### config.mk
export PLATFORM = sky130hd
export DESIGN_NAME = spec_settings
export DESIGN_NICKNAME = d
export VERILOG_FILES = /design/src/spec_pkg.sv /design/src/spec_settings.sv
export SDC_FILE = /design/constraint.sdc
export NUM_CORES = 1
export LEC_CHECK = 0
export ABC_AREA = 0
export BUFFER_PORTS_ARGS = -buffer_cell sky130_fd_sc_hd__buf_4
export CAP_MARGIN = 15
export CORE_AREA = 10 10 67 69
export DETAILED_ROUTE_END_ITERATION = 12
export DIE_AREA = 0 0 77 79
export GPL_TIMING_DRIVEN = 0
export PLACE_DENSITY_LB_ADDON = 0.2
export SYNTH_ARGS = -nofsm -noshare
export SYNTH_HDL_FRONTEND = slang
export SYNTH_SLANG_ARGS = --single-unit
### constraint.sdc
create_clock -name ce_clk -period 1.6 [get_ports ce_clk]
set_clock_uncertainty 0.2 [all_clocks]
set_input_delay 0.08 -clock ce_clk [delete_from_list [all_inputs] [get_ports ce_clk]]
set_output_delay 0.08 -clock ce_clk [all_outputs]
set_load 0.1 [all_outputs]
### src/spec_pkg.sv
/* Common definitions for the spectrum post-processing block. Widths, settings
   bus addresses, readback selects, mode encodings and stream beat payloads */
package spec_pkg;

  // Sample and frame geometry
  localparam int SAMPLE_W          = 16;
  localparam int CPLX_W            = 32;
  localparam int MAX_FFT_SIZE_LOG2 = 8;
  localparam int MIN_FFT_SIZE_LOG2 = 3;
  localparam int SIZE_W            = 4;
  localparam int BIN_W             = 8;
  localparam int MAGSQ_W           = 33;

  // Settings bus
  localparam int SET_ADDR_W = 8;
  localparam int SET_DATA_W = 32;
  localparam int RB_SEL_W   = 3;

  localparam logic [SET_ADDR_W-1:0] SR_FFT_RESET        = SET_ADDR_W'(129);
  localparam logic [SET_ADDR_W-1:0] SR_FFT_SIZE_LOG2    = SET_ADDR_W'(130);
  localparam logic [SET_ADDR_W-1:0] SR_FFT_SHIFT_CONFIG = SET_ADDR_W'(133);
  localparam logic [SET_ADDR_W-1:0] SR_OUT_MODE         = SET_ADDR_W'(134);
  localparam logic [SET_ADDR_W-1:0] SR_READBACK         = SET_ADDR_W'(255);

  localparam logic [RB_SEL_W-1:0] RB_FFT_RESET        = RB_SEL_W'(0);
  localparam logic [RB_SEL_W-1:0] RB_FFT_SIZE_LOG2    = RB_SEL_W'(1);
  localparam logic [RB_SEL_W-1:0] RB_FFT_SHIFT_CONFIG = RB_SEL_W'(2);
  localparam logic [RB_SEL_W-1:0] RB_OUT_MODE         = RB_SEL_W'(3);
  localparam logic [SET_DATA_W-1:0] RB_BAD_ADDR       = 32'h0BAD_C0DE;

  localparam logic [SIZE_W-1:0] DEFAULT_FFT_SIZE_LOG2 = SIZE_W'(8);

  // Value 3 is treated as natural order
  typedef enum logic [1:0] {
    SHIFT_CENTER  = 2'd0,
    SHIFT_NATURAL = 2'd1,
    SHIFT_REVERSE = 2'd2
  } shift_mode_t;

  // Values 1 and 3 are treated as complex output
  typedef enum logic [1:0] {
    OUT_COMPLEX = 2'd0,
    OUT_MAG_SQ  = 2'd2
  } out_mode_t;

  typedef struct packed {
    logic [CPLX_W-1:0] data;
    logic              last;
  } cplx_beat_t;

  typedef struct packed {
    logic [MAGSQ_W-1:0] magsq;
    logic               last;
  } magsq_beat_t;

endpackage

### src/spec_settings.sv
/* Register bank on the strobed settings bus. Holds the block reset, frame size,
   shift order and output mode, and returns one of them on the readback word */
`timescale 1ns/1ns

module spec_settings (
  input  logic                                ce_clk,
  input  logic                                i_rst_n,
  input  logic                                i_set_stb,
  input  logic [spec_pkg::SET_ADDR_W-1:0]     i_set_addr,
  input  logic [spec_pkg::SET_DATA_W-1:0]     i_set_data,
  output logic                                o_fft_reset,
  output logic [spec_pkg::SIZE_W-1:0]         o_size_log2,
  output spec_pkg::shift_mode_t               o_shift_mode,
  output spec_pkg::out_mode_t                 o_out_mode,
  output logic [spec_pkg::SET_DATA_W-1:0]     o_rb_data
);

  import spec_pkg::*;

  logic                fft_reset_q;
  logic [SIZE_W-1:0]   size_q;
  shift_mode_t         shift_q;
  out_mode_t           out_mode_q;
  logic [RB_SEL_W-1:0] rb_sel_q;
  logic [SIZE_W-1:0]   size_wr;

  // Size clamped into the supported range
  always_comb begin
    if (i_set_data < SET_DATA_W'(MIN_FFT_SIZE_LOG2)) begin
      size_wr = SIZE_W'(MIN_FFT_SIZE_LOG2);
    end else if (i_set_data > SET_DATA_W'(MAX_FFT_SIZE_LOG2)) begin
      size_wr = SIZE_W'(MAX_FFT_SIZE_LOG2);
    end else begin
      size_wr = i_set_data[SIZE_W-1:0];
    end
  end

  ////////////////////////////////
  // Register writes
  ////////////////////////////////
  always_ff @(posedge ce_clk) begin
    if (!i_rst_n) begin
      fft_reset_q <= 1'b0;
      size_q      <= DEFAULT_FFT_SIZE_LOG2;
      shift_q     <= SHIFT_CENTER;
      out_mode_q  <= OUT_COMPLEX;
      rb_sel_q    <= RB_FFT_RESET;
    end else if (i_set_stb) begin
      case (i_set_addr)
        SR_FFT_RESET:        fft_reset_q <= i_set_data[0];
        SR_FFT_SIZE_LOG2:    size_q      <= size_wr;
        SR_FFT_SHIFT_CONFIG: shift_q     <= shift_mode_t'(i_set_data[1:0]);
        SR_OUT_MODE:         out_mode_q  <= out_mode_t'(i_set_data[1:0]);
        SR_READBACK:         rb_sel_q    <= i_set_data[RB_SEL_W-1:0];
        default: begin
        end
      endcase
    end
  end

  assign o_fft_reset  = fft_reset_q;
  assign o_size_log2  = size_q;
  assign o_shift_mode = shift_q;
  assign o_out_mode   = out_mode_q;

  ////////////////////////////////
  // Readback mux
  ////////////////////////////////
  always_comb begin
    case (rb_sel_q)
      RB_FFT_RESET:        o_rb_data = SET_DATA_W'(fft_reset_q);
      RB_FFT_SIZE_LOG2:    o_rb_data = SET_DATA_W'(size_q);
      RB_FFT_SHIFT_CONFIG: o_rb_data = SET_DATA_W'(shift_q);
      RB_OUT_MODE:         o_rb_data = SET_DATA_W'(out_mode_q);
      default:             o_rb_data = RB_BAD_ADDR;
    endcase
  end

endmodule

# Yosys cells after proc, flatten, opt, wreduce, memory -nomap -nowiden
# Cells that the tools add are included.
# op_classes
addsub	0
n_reduce_logical	6
muxes	3
n_mul	0
n_shift	0
n_bitwise	0
n_eq_ne	8
n_lt_le_gt_ge	2
div	0
# op_table
operator	count
one-hot mux 28 bit (4 select lines)	1
equality test 8 bit, second input constant	5
> comparator 32 x 4 -> 1 bit, second input constant	1
less-than comparator 32 x 2 -> 1 bit, second input constant	1
AND reduction 2 bit	5
two-way mux 4 bit	2
equality test 3 x 2 -> 1 bit, second input constant	2
equality test 3 x 1 -> 1 bit, second input constant	1
logical NOT 3 bit	1
# word_totals
latchBits	0
in_bits	43
romBits	0
wordCells	24
out_inout_bits	41
reg_bits	12
mem_bits_rw	0
n_memories	0

# Depth between registers and ports, before layout
# depth
word_depth	3
ltp_mapped	4
depth_no_buf	4

# Worst setup path after synthesis
# Ideal clock, no wire load.
# synth_path
path_kind	register -> output
start	register out_mode_q[1] (netlist: o_out_mode[1])
end	output port o_rb_data[1] (netlist name)
path_stages_with_launch	3
slack_ps	-1924
arrival_ps	3244
required_time_ps	1320
path_buffers	0
cell_sequence	dfxtp_1 > mux2i_1 > o21ai_0
# synth_via
elab_chain_len	1
# synth_rtl
item	line	rtl
start: declaration	spec_settings.sv:23	out_mode_t out_mode_q;
start signal: assignment	spec_settings.sv:53	SR_OUT_MODE: out_mode_q <= out_mode_t'(i_set_data[1:0]);
one-hot mux 28 bit (4 select lines)	spec_settings.sv:70	case (rb_sel_q)
end: declaration	spec_settings.sv:15	output logic [spec_pkg::SET_DATA_W-1:0] o_rb_data
# Every way passes these cells.

# Final worst setup path
# layout_path
start	register rb_sel_q[0]
end	output port o_rb_data[0] (netlist name)
# layout_via
elab_chain_len	2
word_cells_on_any_way	5
classes_between	eq/ne: 3; mux: 1; reduce/logical: 1
# layout_rtl
item	line	rtl
start: declaration	spec_settings.sv:24	logic [RB_SEL_W-1:0] rb_sel_q;
start signal: assignment	spec_settings.sv:54	SR_READBACK: rb_sel_q <= i_set_data[RB_SEL_W-1:0];
equality test 3 x 2 -> 1 bit, or another cell as far along	spec_settings.sv:70	
one-hot mux 28 bit (4 select lines) *	spec_settings.sv:70	
# Mark *: on every way between the ends. The rest lies on a longest branch, timed or not.

==> flow_summary.json <==
{
  "syn_inst": 106,
  "post-place-ws_ps": -328,
  "nNetsFinal": 244,
  "endpoint_kind": "output port",
  "vias": 1048,
  "hold_violations": 0,
  "hold_class": "in2reg",
  "synth_seq_area_share_pct": 25.7,
  "dieArea_sq_um": 6080,
  "drt_wl_total_microns": 3270,
  "grt_antenna_before_repair": 0,
  "grt_max_degree": 14,
  "io_buffers": 68,
  "total_leakage_power_uw": 0.000891,
  "slowest_stage": "mux4_2",
  "p_sw_share_pct": 36.0,
  "synth_edf_count": 0,
  "grt_pass1_wl_microns": 5230,
  "p_sw_uw": 303,
  "synth_area_sq_um": 936,
  "clkSinkCount": 12,
  "cap_violations": 0,
  "cp_data_required_time_ps": 1320,
  "synth_area_per_cell_sq_um": 8.83,
  "synth.area.top_cells": "dfxtp_1 (26%), buf_4 (22%), mux2i_1 (9.6%), nor2b_1 (6.7%), nor4_1 (4.7%)",
  "hold_ws_ps": 11.2,
  "yosys_warnings": 0,
  "cts_root_buffer": "clkbuf_4",
  "worstPathMaxFanout": 2,
  "run_status": "finished with violations",
  "cts_tree": "built",
  "path_cells": "mux4_2, nor2b_4, buf_12",
  "fmax_ghz": 0.585,
  "drtIter0Drc": 24,
  "yosys.area.top_type": "dfxtp_1",
  "use_met1_pct": 9.85,
  "tightestPinTransition_ps": 602,
  "p_seq_share_pct": 34.5,
  "chipWidth_microns": 77,
  "drc_errors": 0,
  "row_count": 21,
  "cts_made_buffers": 3,
  "busiest_layer": "met2",
  "criticalPathCategory": "reg2out",
  "synth_top_flop_cell": "dfxtp_1",
  "grt_pass1_vias": 1168,
  "rsz0062_at_grt": "yes",
  "worstSetupStartpointType": "flop",
  "fin_cells": 246,
  "area_growth_pct": 93.2,
  "drive_gt1_share_pct": 63.5,
  "grtUsageTotal_pct": 10.3,
  "grt_util_met2_pct": 17.6,
  "place.gp.congestion": 0.733,
  "pwr-share-clk_pct": 28.0,
  "final_max_slew_viol_count": 0,
  "pwr_density_cell_nw_per_um2": 466,
  "num-fill-cells": 310,
  "failed_checks": "negative setup slack",
  "yosysMostFrequentCell": "buf_4",
  "combPwrFrac_pct": 37.5,
  "via_per_inst": 4.26,
  "power.internal_uw": 539,
  "clkTransAtPathRegs_ps": 70,
  "ys_async_sr_fraction_pct": 0,
  "dp.cells": 234,
  "max_stage_delay_ps": 490,
  "start_util_pct": 29.0,
  "wl_per_cell_microns": 13.3,
  "insertion_delay_ps": 260,
  "synth_cell_types": 32,
  "n_antenna_cell": 0,
  "first_pass_iters": 2,
  "overflow": 0,
  "max-slew-margin-rel_pct": 59.6,
  "yosys-top-cells-count": "buf_4 (27), dfxtp_1 (12), nor2b_1 (10), mux2i_1 (9), nor4_1 (7)",
  "setup_viol": 2,
  "fin_crit_sh_pct": 107,
  "place_hpwl_microns": 2860,
  "cp.arrival_ps": 1430,
  "ant_nets": 0,
  "coreArea_sq_um": 3230,
  "fin_util_pct": 55.9,
  "yosysTopAreaCellShare_pct": 25.7,
  "met3_usage_pct": 7.32,
  "setup_ws_ps": -108,
  "die_h_microns": 79,
  "period_minus_slack_ps": 1710,
  "ios": 84,
  "h-tree-depth": 1,
  "ir_worst_vdd_mv": 0.239,
  "clockBufferDepth": 2,
  "synth-seq-cells": 12
}
## per-stage QoR
step                      cell area (sq um)  TNS [ps]  power (uW)
final                                  1810      -120         842
after floorplan                        1040      -316         508
after CTS                              1780      -153         850
after detailed placement               1610     -1650         604
after global routing                   1810      -365         883
after global placement                 1610     -1480         601
## registers in the layout (all words and copies together), names as in the netlist
signal,flops
o_size_log2,4
rb_sel_q,3
o_shift_mode,2
o_fft_reset,1
o_out_mode,2
## layout make-up
type | instances | area [sq um] | share of cell area (%)
Buffer | 29 | 214 | 11.8
Clock buffer | 4 | 36.3 | 2.01
Inverter | 2 | 7.51 | 0.415
Multi-Input combinational cell | 77 | 562 | 31.1
Sequential cell | 12 | 267 | 14.7
Tap cell | 46 | 57.6 | 3.18
Timing Repair Buffer | 76 | 664 | 36.7
## logic make-up after synthesis
group	Yosys count	share of synthesized area, %
other cells	1	0.401
compound gates	15	11.9
flops	12	25.7
buf+inv	31	23.3
simple gates	37	26.7
mux	10	12.0
## cells in the final DEF, fill, tap and decap left out, types with 3 or more instances in the layout
cell type,synthesis,final
dfxtp_2,0,6
dfxtp_4,0,5
nor2b_1,10,8
mux2i_1,9,9
buf_12,0,3
nand4_1,3,3
o21a_1,4,4
clkbuf_4,0,4
buf_6,0,13
nor4_1,7,7
conb_1,1,15
buf_4,27,82
nand2_1,3,3
dlygate4sd3_1,0,4
## metal layers
| layer | vias up | wire, microns |
|---|---|---|
| met1 | 454 | 1220 |
| li1 | 532 | - |
| met5 | - | 0 |
| met4 | 0 | 17 |
| met3 | 2 | 494 |
| met2 | 60 | 1540 |
## final timing paths
path	slack, ps	from	depth (start not counted)	endpoint
worst min register to register	330	o_size_log2[3]$_SDFFE_PN1P_	2	o_size_log2[3]$_SDFFE_PN1P_
worst min-delay path	10	i_set_addr[2]	4	o_fft_reset$_SDFFE_PN0P_
worst max-delay path	-110	rb_sel_q[0]$_SDFFE_PN0P_	3	o_rb_data[0]
worst max register to register	560	o_size_log2[0]$_SDFFE_PN0P_	2	o_size_log2[0]$_SDFFE_PN0P_
## repair_timing
| item | CTS | global route |
|---|---|---|
| setup endpoints to repair | 20 | 18 |
| setup buffers | 2 | 1 |
| gates cloned | 0 | 1 |
| pin swaps | 1 | 3 |
| hold buffers | 4 | 0 |
| resized for setup | 22 | 4 |
| hold endpoints to repair | 11 | 0 |
## power by group through the flow
stage                     logic [uW]  clock network, uW  registers, uW
after detailed placement         304                  0            299
after CTS                        314                246            291
after global routing             331                261            291
after floorplan                  206                  0            301
after global placement           301                  0            299
final                            316                236            291
## critical path: cells and delay by family (launching register included)
family                 cells  cell delay [ps]
AND/OR/NAND/NOR            1              150
buffers and inverters      1              160
multiplexers               1              490
flip-flops                 1              360
(Power assumes the default switching activity.)
