File: src/spec_pkg.sv
/* Common definitions for the spectrum post-processing block. Widths, settings
   bus addresses, readback selects, mode encodings and stream beat payloads */
package spec_pkg;

  // Sample and frame geometry
  localparam int SAMPLE_W          = 16;
  localparam int CPLX_W            = 32;
  localparam int MAX_FFT_SIZE_LOG2 = 8;
  localparam int MIN_FFT_SIZE_LOG2 = 3;
  localparam int SIZE_W            = 4;
  localparam int BIN_W             = 8;
  localparam int MAGSQ_W           = 33;

  // Settings bus
  localparam int SET_ADDR_W = 8;
  localparam int SET_DATA_W = 32;
  localparam int RB_SEL_W   = 3;

  localparam logic [SET_ADDR_W-1:0] SR_FFT_RESET        = SET_ADDR_W'(129);
  localparam logic [SET_ADDR_W-1:0] SR_FFT_SIZE_LOG2    = SET_ADDR_W'(130);
  localparam logic [SET_ADDR_W-1:0] SR_FFT_SHIFT_CONFIG = SET_ADDR_W'(133);
  localparam logic [SET_ADDR_W-1:0] SR_OUT_MODE         = SET_ADDR_W'(134);
  localparam logic [SET_ADDR_W-1:0] SR_READBACK         = SET_ADDR_W'(255);

  localparam logic [RB_SEL_W-1:0] RB_FFT_RESET        = RB_SEL_W'(0);
  localparam logic [RB_SEL_W-1:0] RB_FFT_SIZE_LOG2    = RB_SEL_W'(1);
  localparam logic [RB_SEL_W-1:0] RB_FFT_SHIFT_CONFIG = RB_SEL_W'(2);
  localparam logic [RB_SEL_W-1:0] RB_OUT_MODE         = RB_SEL_W'(3);
  localparam logic [SET_DATA_W-1:0] RB_BAD_ADDR       = 32'h0BAD_C0DE;

  localparam logic [SIZE_W-1:0] DEFAULT_FFT_SIZE_LOG2 = SIZE_W'(8);

  // Value 3 is treated as natural order
  typedef enum logic [1:0] {
    SHIFT_CENTER  = 2'd0,
    SHIFT_NATURAL = 2'd1,
    SHIFT_REVERSE = 2'd2
  } shift_mode_t;

  // Values 1 and 3 are treated as complex output
  typedef enum logic [1:0] {
    OUT_COMPLEX = 2'd0,
    OUT_MAG_SQ  = 2'd2
  } out_mode_t;

  typedef struct packed {
    logic [CPLX_W-1:0] data;
    logic              last;
  } cplx_beat_t;

  typedef struct packed {
    logic [MAGSQ_W-1:0] magsq;
    logic               last;
  } magsq_beat_t;

endpackage

File: src/axis_pipe_reg.sv
/* Single-entry valid/ready register slice for any packed payload type.
   Loads when empty or when the held beat leaves on the same cycle */
`timescale 1ns/1ns

module axis_pipe_reg #(
  parameter type PAYLOAD_T = logic
) (
  input  logic     ce_clk,
  input  logic     i_rst_n,
  input  logic     i_valid,
  input  PAYLOAD_T i_data,
  output logic     o_ready,
  input  logic     i_ready,
  output logic     o_valid,
  output PAYLOAD_T o_data
);

  logic     valid_q;
  PAYLOAD_T data_q;

  assign o_ready = !valid_q || i_ready;

  always_ff @(posedge ce_clk) begin
    if (!i_rst_n) begin
      valid_q <= 1'b0;
    end else if (o_ready) begin
      valid_q <= i_valid;
    end
  end

  always_ff @(posedge ce_clk) begin
    if (o_ready && i_valid) begin
      data_q <= i_data;
    end
  end

  assign o_valid = valid_q;
  assign o_data  = data_q;

endmodule

File: src/power_path.sv
/* Output stage. Complex bins pass through one register slice; in power mode
   I*I+Q*Q is registered first, then rounded, clipped and placed in the upper half */
`timescale 1ns/1ns

module power_path (
  input  logic                            ce_clk,
  input  logic                            i_rst_n,
  input  logic                            i_clear,
  input  spec_pkg::out_mode_t             i_out_mode,
  input  logic [spec_pkg::CPLX_W-1:0]     i_tdata,
  input  logic                            i_tlast,
  input  logic                            i_tvalid,
  output logic                            o_tready,
  output logic [spec_pkg::CPLX_W-1:0]     o_tdata,
  output logic                            o_tlast,
  output logic                            o_tvalid,
  input  logic                            i_o_tready
);

  import spec_pkg::*;

  logic                          pipe_rst_n;
  logic                          is_pow;
  logic signed [SAMPLE_W-1:0]    in_i;
  logic signed [SAMPLE_W-1:0]    in_q;
  logic signed [2*SAMPLE_W-1:0]  prod_i;
  logic signed [2*SAMPLE_W-1:0]  prod_q;
  magsq_beat_t                   s1_in;
  magsq_beat_t                   s1_out;
  logic                          s1_in_valid;
  logic                          s1_in_ready;
  logic                          s1_out_valid;
  logic                          s1_out_ready;
  cplx_beat_t                    s2_in;
  cplx_beat_t                    s2_out;
  logic                          s2_in_valid;
  logic                          s2_in_ready;
  logic [MAGSQ_W-1:0]            rounded;
  logic [SAMPLE_W-1:0]           power;

  assign pipe_rst_n = i_rst_n && !i_clear;
  assign is_pow     = (i_out_mode == OUT_MAG_SQ);

  ////////////////////////////////
  // Stage 1 magnitude squared
  ////////////////////////////////
  assign in_i   = i_tdata[CPLX_W-1:SAMPLE_W];
  assign in_q   = i_tdata[SAMPLE_W-1:0];
  assign prod_i = in_i * in_i;
  assign prod_q = in_q * in_q;

  assign s1_in.magsq = MAGSQ_W'($unsigned(prod_i)) + MAGSQ_W'($unsigned(prod_q));
  assign s1_in.last  = i_tlast;
  assign s1_in_valid = i_tvalid && is_pow;

  axis_pipe_reg #(.PAYLOAD_T(magsq_beat_t)) u_magsq_reg (
    .ce_clk  (ce_clk),
    .i_rst_n (pipe_rst_n),
    .i_valid (s1_in_valid),
    .i_data  (s1_in),
    .o_ready (s1_in_ready),
    .i_ready (s1_out_ready),
    .o_valid (s1_out_valid),
    .o_data  (s1_out)
  );

  // Round half up at bit 15, then saturate to the positive 16-bit range
  assign rounded = (s1_out.magsq + (MAGSQ_W'(1) << (SAMPLE_W-1))) >> SAMPLE_W;
  assign power   = (rounded > MAGSQ_W'(2**(SAMPLE_W-1) - 1)) ?
                   {1'b0, {(SAMPLE_W-1){1'b1}}} : rounded[SAMPLE_W-1:0];

  ////////////////////////////////
  // Stage 2 output word
  ////////////////////////////////
  // Complex beats wait until no power beat is ahead of them in stage 1
  assign s1_out_ready = s2_in_ready;
  assign s2_in_valid  = s1_out_valid || (i_tvalid && !is_pow);
  assign s2_in.data   = s1_out_valid ? {power, {SAMPLE_W{1'b0}}} : i_tdata;
  assign s2_in.last   = s1_out_valid ? s1_out.last : i_tlast;

  assign o_tready = is_pow ? s1_in_ready : (s2_in_ready && !s1_out_valid);

  axis_pipe_reg #(.PAYLOAD_T(cplx_beat_t)) u_out_reg (
    .ce_clk  (ce_clk),
    .i_rst_n (pipe_rst_n),
    .i_valid (s2_in_valid),
    .i_data  (s2_in),
    .o_ready (s2_in_ready),
    .i_ready (i_o_tready),
    .o_valid (o_tvalid),
    .o_data  (s2_out)
  );

  assign o_tdata = s2_out.data;
  assign o_tlast = s2_out.last;

endmodule

File: config.mk
export PLATFORM = sky130hd
export DESIGN_NAME = power_path
export DESIGN_NICKNAME = d
export VERILOG_FILES = /design/src/spec_pkg.sv /design/src/axis_pipe_reg.sv /design/src/power_path.sv
export SDC_FILE = /design/constraint.sdc
export NUM_CORES = 1
export LEC_CHECK = 0
export BUFFER_PORTS_ARGS = -buffer_cell sky130_fd_sc_hd__clkbuf_2
export CAP_MARGIN = 10
export CORE_UTILIZATION = 55
export DETAILED_ROUTE_END_ITERATION = 8
export PLACE_DENSITY = 0.72
export SYNTH_ARGS = -nofsm -noshare
export SYNTH_HDL_FRONTEND = slang
export SYNTH_SLANG_ARGS = --single-unit
File: constraint.sdc
create_clock -name ce_clk -period 12.33 [get_ports ce_clk]
set_input_delay 3.0825 -clock ce_clk [delete_from_list [all_inputs] [get_ports ce_clk]]
set_output_delay 3.0825 -clock ce_clk [all_outputs]
set_load 0.01 [all_outputs]
[Word level (Yosys, flattened, before mapping)]
Index checks and enable logic that the tools add are counted.
Word-level totals
  output and inout port bits: 35
  logic and storage cells: 30
  input bits: 40
  register bits: 69
Cells by class
  mux-type cells: 4
  add/subtract/negate cells: 2
  equality and inequality tests: 1
  multiply operators: 2
  order comparisons: 1
  reductions and logical operators: 13
Operator list (count)
  multiplier 16 x 16 -> 32 bit: 2
  adder 32 x 32 -> 33 bit: 1
  adder 33 x 16 -> 33 bit, second input constant: 1
  two-way mux 32 bit: 1
  > comparator 17 x 15 -> 1 bit, second input constant: 1
  two-way mux 16 bit: 1
  logical AND 1 bit: 6
  logical NOT 1 bit: 4
  logical OR 1 bit: 3
  == test 2 bit, second input constant: 1
  two-way mux 1 bit: 2

[Longest topological paths before layout]
  depth in word-level cells: 5
  mapped depth: 35
  gate-level depth less buffers: 35

[By module]
A second synthesis with hierarchy kept.
Unflattened totals
  cells, all modules: 2368
  area, all modules: 22081.2 um2
Modules (own cells, without submodules)
  power_path: area each 19954.1 um2, times used 1, cells an instance 2291, sequential area each 0.0 um2
  axis_pipe_reg (u_magsq_reg): area each 1078.5 um2, times used 1, cells an instance 39, sequential area each 1041.0 um2
  axis_pipe_reg (u_out_reg): area each 1048.5 um2, times used 1, cells an instance 38, sequential area each 1011.0 um2

[Worst setup path after synthesis]
OpenSTA, ideal clock, no wires.
  path kind: in2reg
  start: input i_tdata[30] in the netlist's numbering
  end: register u_magsq_reg.data_q, in the netlist u_magsq_reg.o_data[33] (data pin)
  setup slack: 1923 ps
  stages: 28
  data required time: 12076 ps
  arrival time: 10153 ps
  setup time: 254 ps
  path buffers: 2
  cells stage by stage: clkbuf_1 clkbuf_1 nand2_1 fa_1 fa_1 fa_1 inv_1 fa_1 fa_1 inv_1 fa_1 inv_1 ha_1 and3_1 a221o_1 and2_1 o31ai_2 o21ai_1 a21o_1 a21oi_1 xnor2_1 ha_1 or3_1 a211oi_1 o31ai_1 a21o_1 a21o_1 a21o_1
RTL lines
  start, declared: line power_path.sv:10  | input logic [spec_pkg::CPLX_W-1:0] i_tdata,
  end signal, assigned: line axis_pipe_reg.sv:33  | data_q <= i_data;
  end, declared: line axis_pipe_reg.sv:19  | PAYLOAD_T data_q;

==> results_dict.tcl <==
set metrics [dict create \
    post-place-ws_ns 1.27 \
    failed_checks "DRC" \
    crit_end "u_magsq_reg.o_data[33]$_DFFE_PP_" \
    layout_setup_ws_ns 1.52 \
    synth-compound-area-share_pct 6.59 \
    netlist.top_cell.by_area "fa_1" \
    proportion_of_synthesized_chip_area_in_sequential_cells_pct 7.63 \
    timing.rr.end "u_out_reg.o_data[30]$_DFFE_PP_" \
    via_count_of_the_first_global_routing_pass 16200 \
    slew_headroom_pct 18.2 \
    worst-endpoint-required_ns 12.42 \
    status "finished with violations" \
    ioPinCount 75 \
    yosys.area.top_type_share_pct 45.3 \
    rr_startpoint "u_magsq_reg.o_data[22]$_DFFE_PP_" \
    ys.flop_type "edfxtp_1" \
    category_of_cells_accounting_for_the_largest_share_of_critical_path_delay "adder cells" \
    hold_ws_ns 0.548 \
    yosys_register_bits 54 \
    crit_cells 27 \
    grt_max_degree 53 \
    initial_core_util_pct 55.8 \
    ff2ff_path_depth 8 \
    reg2reg_setup_slack_ns 9.11 \
    global_route.usage.total_pct 25.1 \
    dpl-instance-area_um2 21800 \
    globalRouteOverflowTotal 0 \
    layout.cell_area.non_filler_um2 21900 \
    post_synth_xor_area_fraction_pct 4.76 \
    gp_routability_congestion 0.914 \
    drt_wl_total_um 44400 \
    drtAntennaViolNets 0 \
    routed_wire_length_per_instance_um 15.9 \
    yosys.cell_types.count 62 \
    post_synth_adder_cell_area_pct 57.4 \
    finalWorstPathRequiredPeriod_ns 10.81 \
    synth.area.mux_share_pct 0.161 \
    sort_of_element_at_the_start_of_the_critical_path "input port" \
    place_hpwl_um 38000 \
    layout_commonest_cell "inv_1" \
    clk_root_buffer_cell "clkbuf_16" \
    synth-simple-area-share_pct 10.5 \
    core.rowCount 71 \
    postSynthNetCount 2965 \
    critical_path_arrival_ns 10.91 \
    final_cell_mix "inv_1 (663), fa_1 (475), ha_1 (203)" \
    post_cts_resized 0 \
    timing_worst_setup_path_type "input port to register" \
    cts_tree "built" \
    layout-area-overhead-vs-synth_pct 4.59 \
    synth_async_sr_flop_share_pct 0 \
    antenna_found_initial 0 \
    die_width_um 197 \
    yosysWarningCount 0 \
    layout-drive-gt1-share_pct 4.80 \
    coreArea_um2 37600 \
    detail_route.first_pass.iterations 7 \
    design.die.area_um2 38900 \
    critPathMaxStageDelay_ns 0.62 \
    timing.fmax_ghz 0.0925 \
    layout_worst_path_cycle_share_pct 87.7 \
    synthesis.area_per_instance_um2 9.34 \
    crit_top_cell "fa_1" \
    drt_drc_violations_left 2 \
    io_buffers 74 \
    clock-sinks 54 \
    finalMaxSlewViolations 0 \
    critical_path.n_buffers_inverters 4 \
    clock_tree_buffer_depth 2 \
    synth_top_family_by_area "adder cells" \
    layout.nets 2990 \
    worst_setup_path_startpoint "i_tdata[31]" \
    total_cts_buffers 5 \
    antennaDiodeCount 0 \
    worst-path-max-fanout 19 \
    floorplan.die.height_um 197 \
    grt_pass1_wl_um 76700 \
    cts.htree.levels 2 \
    vias_per_cell 5.22 \
    report.final.setup_viol 0 \
    postCtsSetupBuffers 0 \
    clk_latency_ns 0.33 \
    worst_setup_skew_after_layout_ns 0.0107 \
    postSynthCellCount 2247 \
    tightest_slew_ns 1.22 \
    clk_transition_reported_paths_ns 0.08 \
    crit_path_top_delay_cell "fa_1" \
    finalSetupTns_ns 0 \
    synth_area_leaders "fa_1 (45%), ha_1 (12%), inv_1 (12%)" \
    cts-hold-fix-buffers 0 \
    drtIter0Drc 803 \
    cap_violations 0 \
    dr_total_vias 14500 \
    grt_setup_unrepaired "no" \
    synth.cell_area_um2 21000 \
    hold_path.class "register to register" \
    critical_path.endpoint_type "register" \
    synth-edff-count 52 \
    hold_viol 0 \
]
==> flip-flops by register name, indices dropped and copies added (netlist names) <==
signal and flops:
u_magsq_reg.o_data 19, u_out_reg.o_data 33, u_magsq_reg.o_valid 1, u_out_reg.o_valid 1
==> synthesized netlist by cell type (8+ instances only) <==
cell type	number
nand2_1	178
nor3_1	11
and2_1	83
a21o_1	31
edfxtp_1	52
xor2_1	28
o21ai_0	38
o21bai_1	8
nand3_1	14
fa_1	475
xnor2_1	86
nand4_1	9
nor2_1	108
nand2b_1	13
a21oi_1	65
ha_1	203
nor2b_1	22
inv_1	663
and3_1	13
o21a_1	10
clkbuf_1	52
==> final cells by class <==
class,instances,area (µm²)
clock buffers,5,125
inverters,663,2490
clock inverters,3,23.8
well taps,511,639
flip-flops and latches,54,1600
fillers,3271,15600
multi-input cells,1473,16700
repair buffers,75,378
==> worst min path at each step <==
stage | startpoint | end | slack (ns) | depth (start not counted)
floorplan | u_magsq_reg.o_data[0]$_DFFE_PP_ | u_out_reg.o_data[0]$_DFFE_PP_ | 0.52 | 1
global placement | u_out_reg.o_valid$_SDFFE_PN0N_ | u_out_reg.o_valid$_SDFFE_PN0N_ | 0.52 | 2
detailed placement | u_out_reg.o_valid$_SDFFE_PN0N_ | u_out_reg.o_valid$_SDFFE_PN0N_ | 0.54 | 2
CTS | u_out_reg.o_valid$_SDFFE_PN0N_ | u_out_reg.o_valid$_SDFFE_PN0N_ | 0.56 | 2
global route | u_magsq_reg.o_data[0]$_DFFE_PP_ | u_out_reg.o_data[0]$_DFFE_PP_ | 0.60 | 1
finish | u_out_reg.o_valid$_SDFFE_PN0N_ | u_out_reg.o_valid$_SDFFE_PN0N_ | 0.55 | 2
==> worst register-to-register path, delay by kind of cell (launching register included) <==
family / cells / cell delay (ns)
DFF: 1 / 0.43
and+or+nand+nor: 4 / 0.92
AOI/OAI and AO/OA: 4 / 1.67
==> logic make-up after synthesis <==
group,count (synthesis)
fa+ha+maj,678
simple gates,469
xor+xnor,114
compound gates,209
buf+inv,720
mux,3
flops,54
==> per-stage QoR <==
stage	util, %	cells
floorplan	-	2247
CTS	58.4	2784
detailed placement	58.0	2776
finish	58.4	2784
global placement	58.0	2776
global route	58.4	2784
==> per-layer routing <==
| metal | GRT usage (%) | vias up | routed length (µm) |
|---|---|---|---|
| li1 | - | 6722 | - |
| met1 | 32.1 | 7409 | 17700 |
| met2 | 45.0 | 326 | 23400 |
| met3 | 2.15 | 69 | 2000 |
| met4 | 8.18 | 0 | 1210 |
| met5 | 0 | - | 0 |
Power is left out: the tool's default activity adds up to more than one toggle a clock period on the data nets, which glitch-free logic cannot reach.
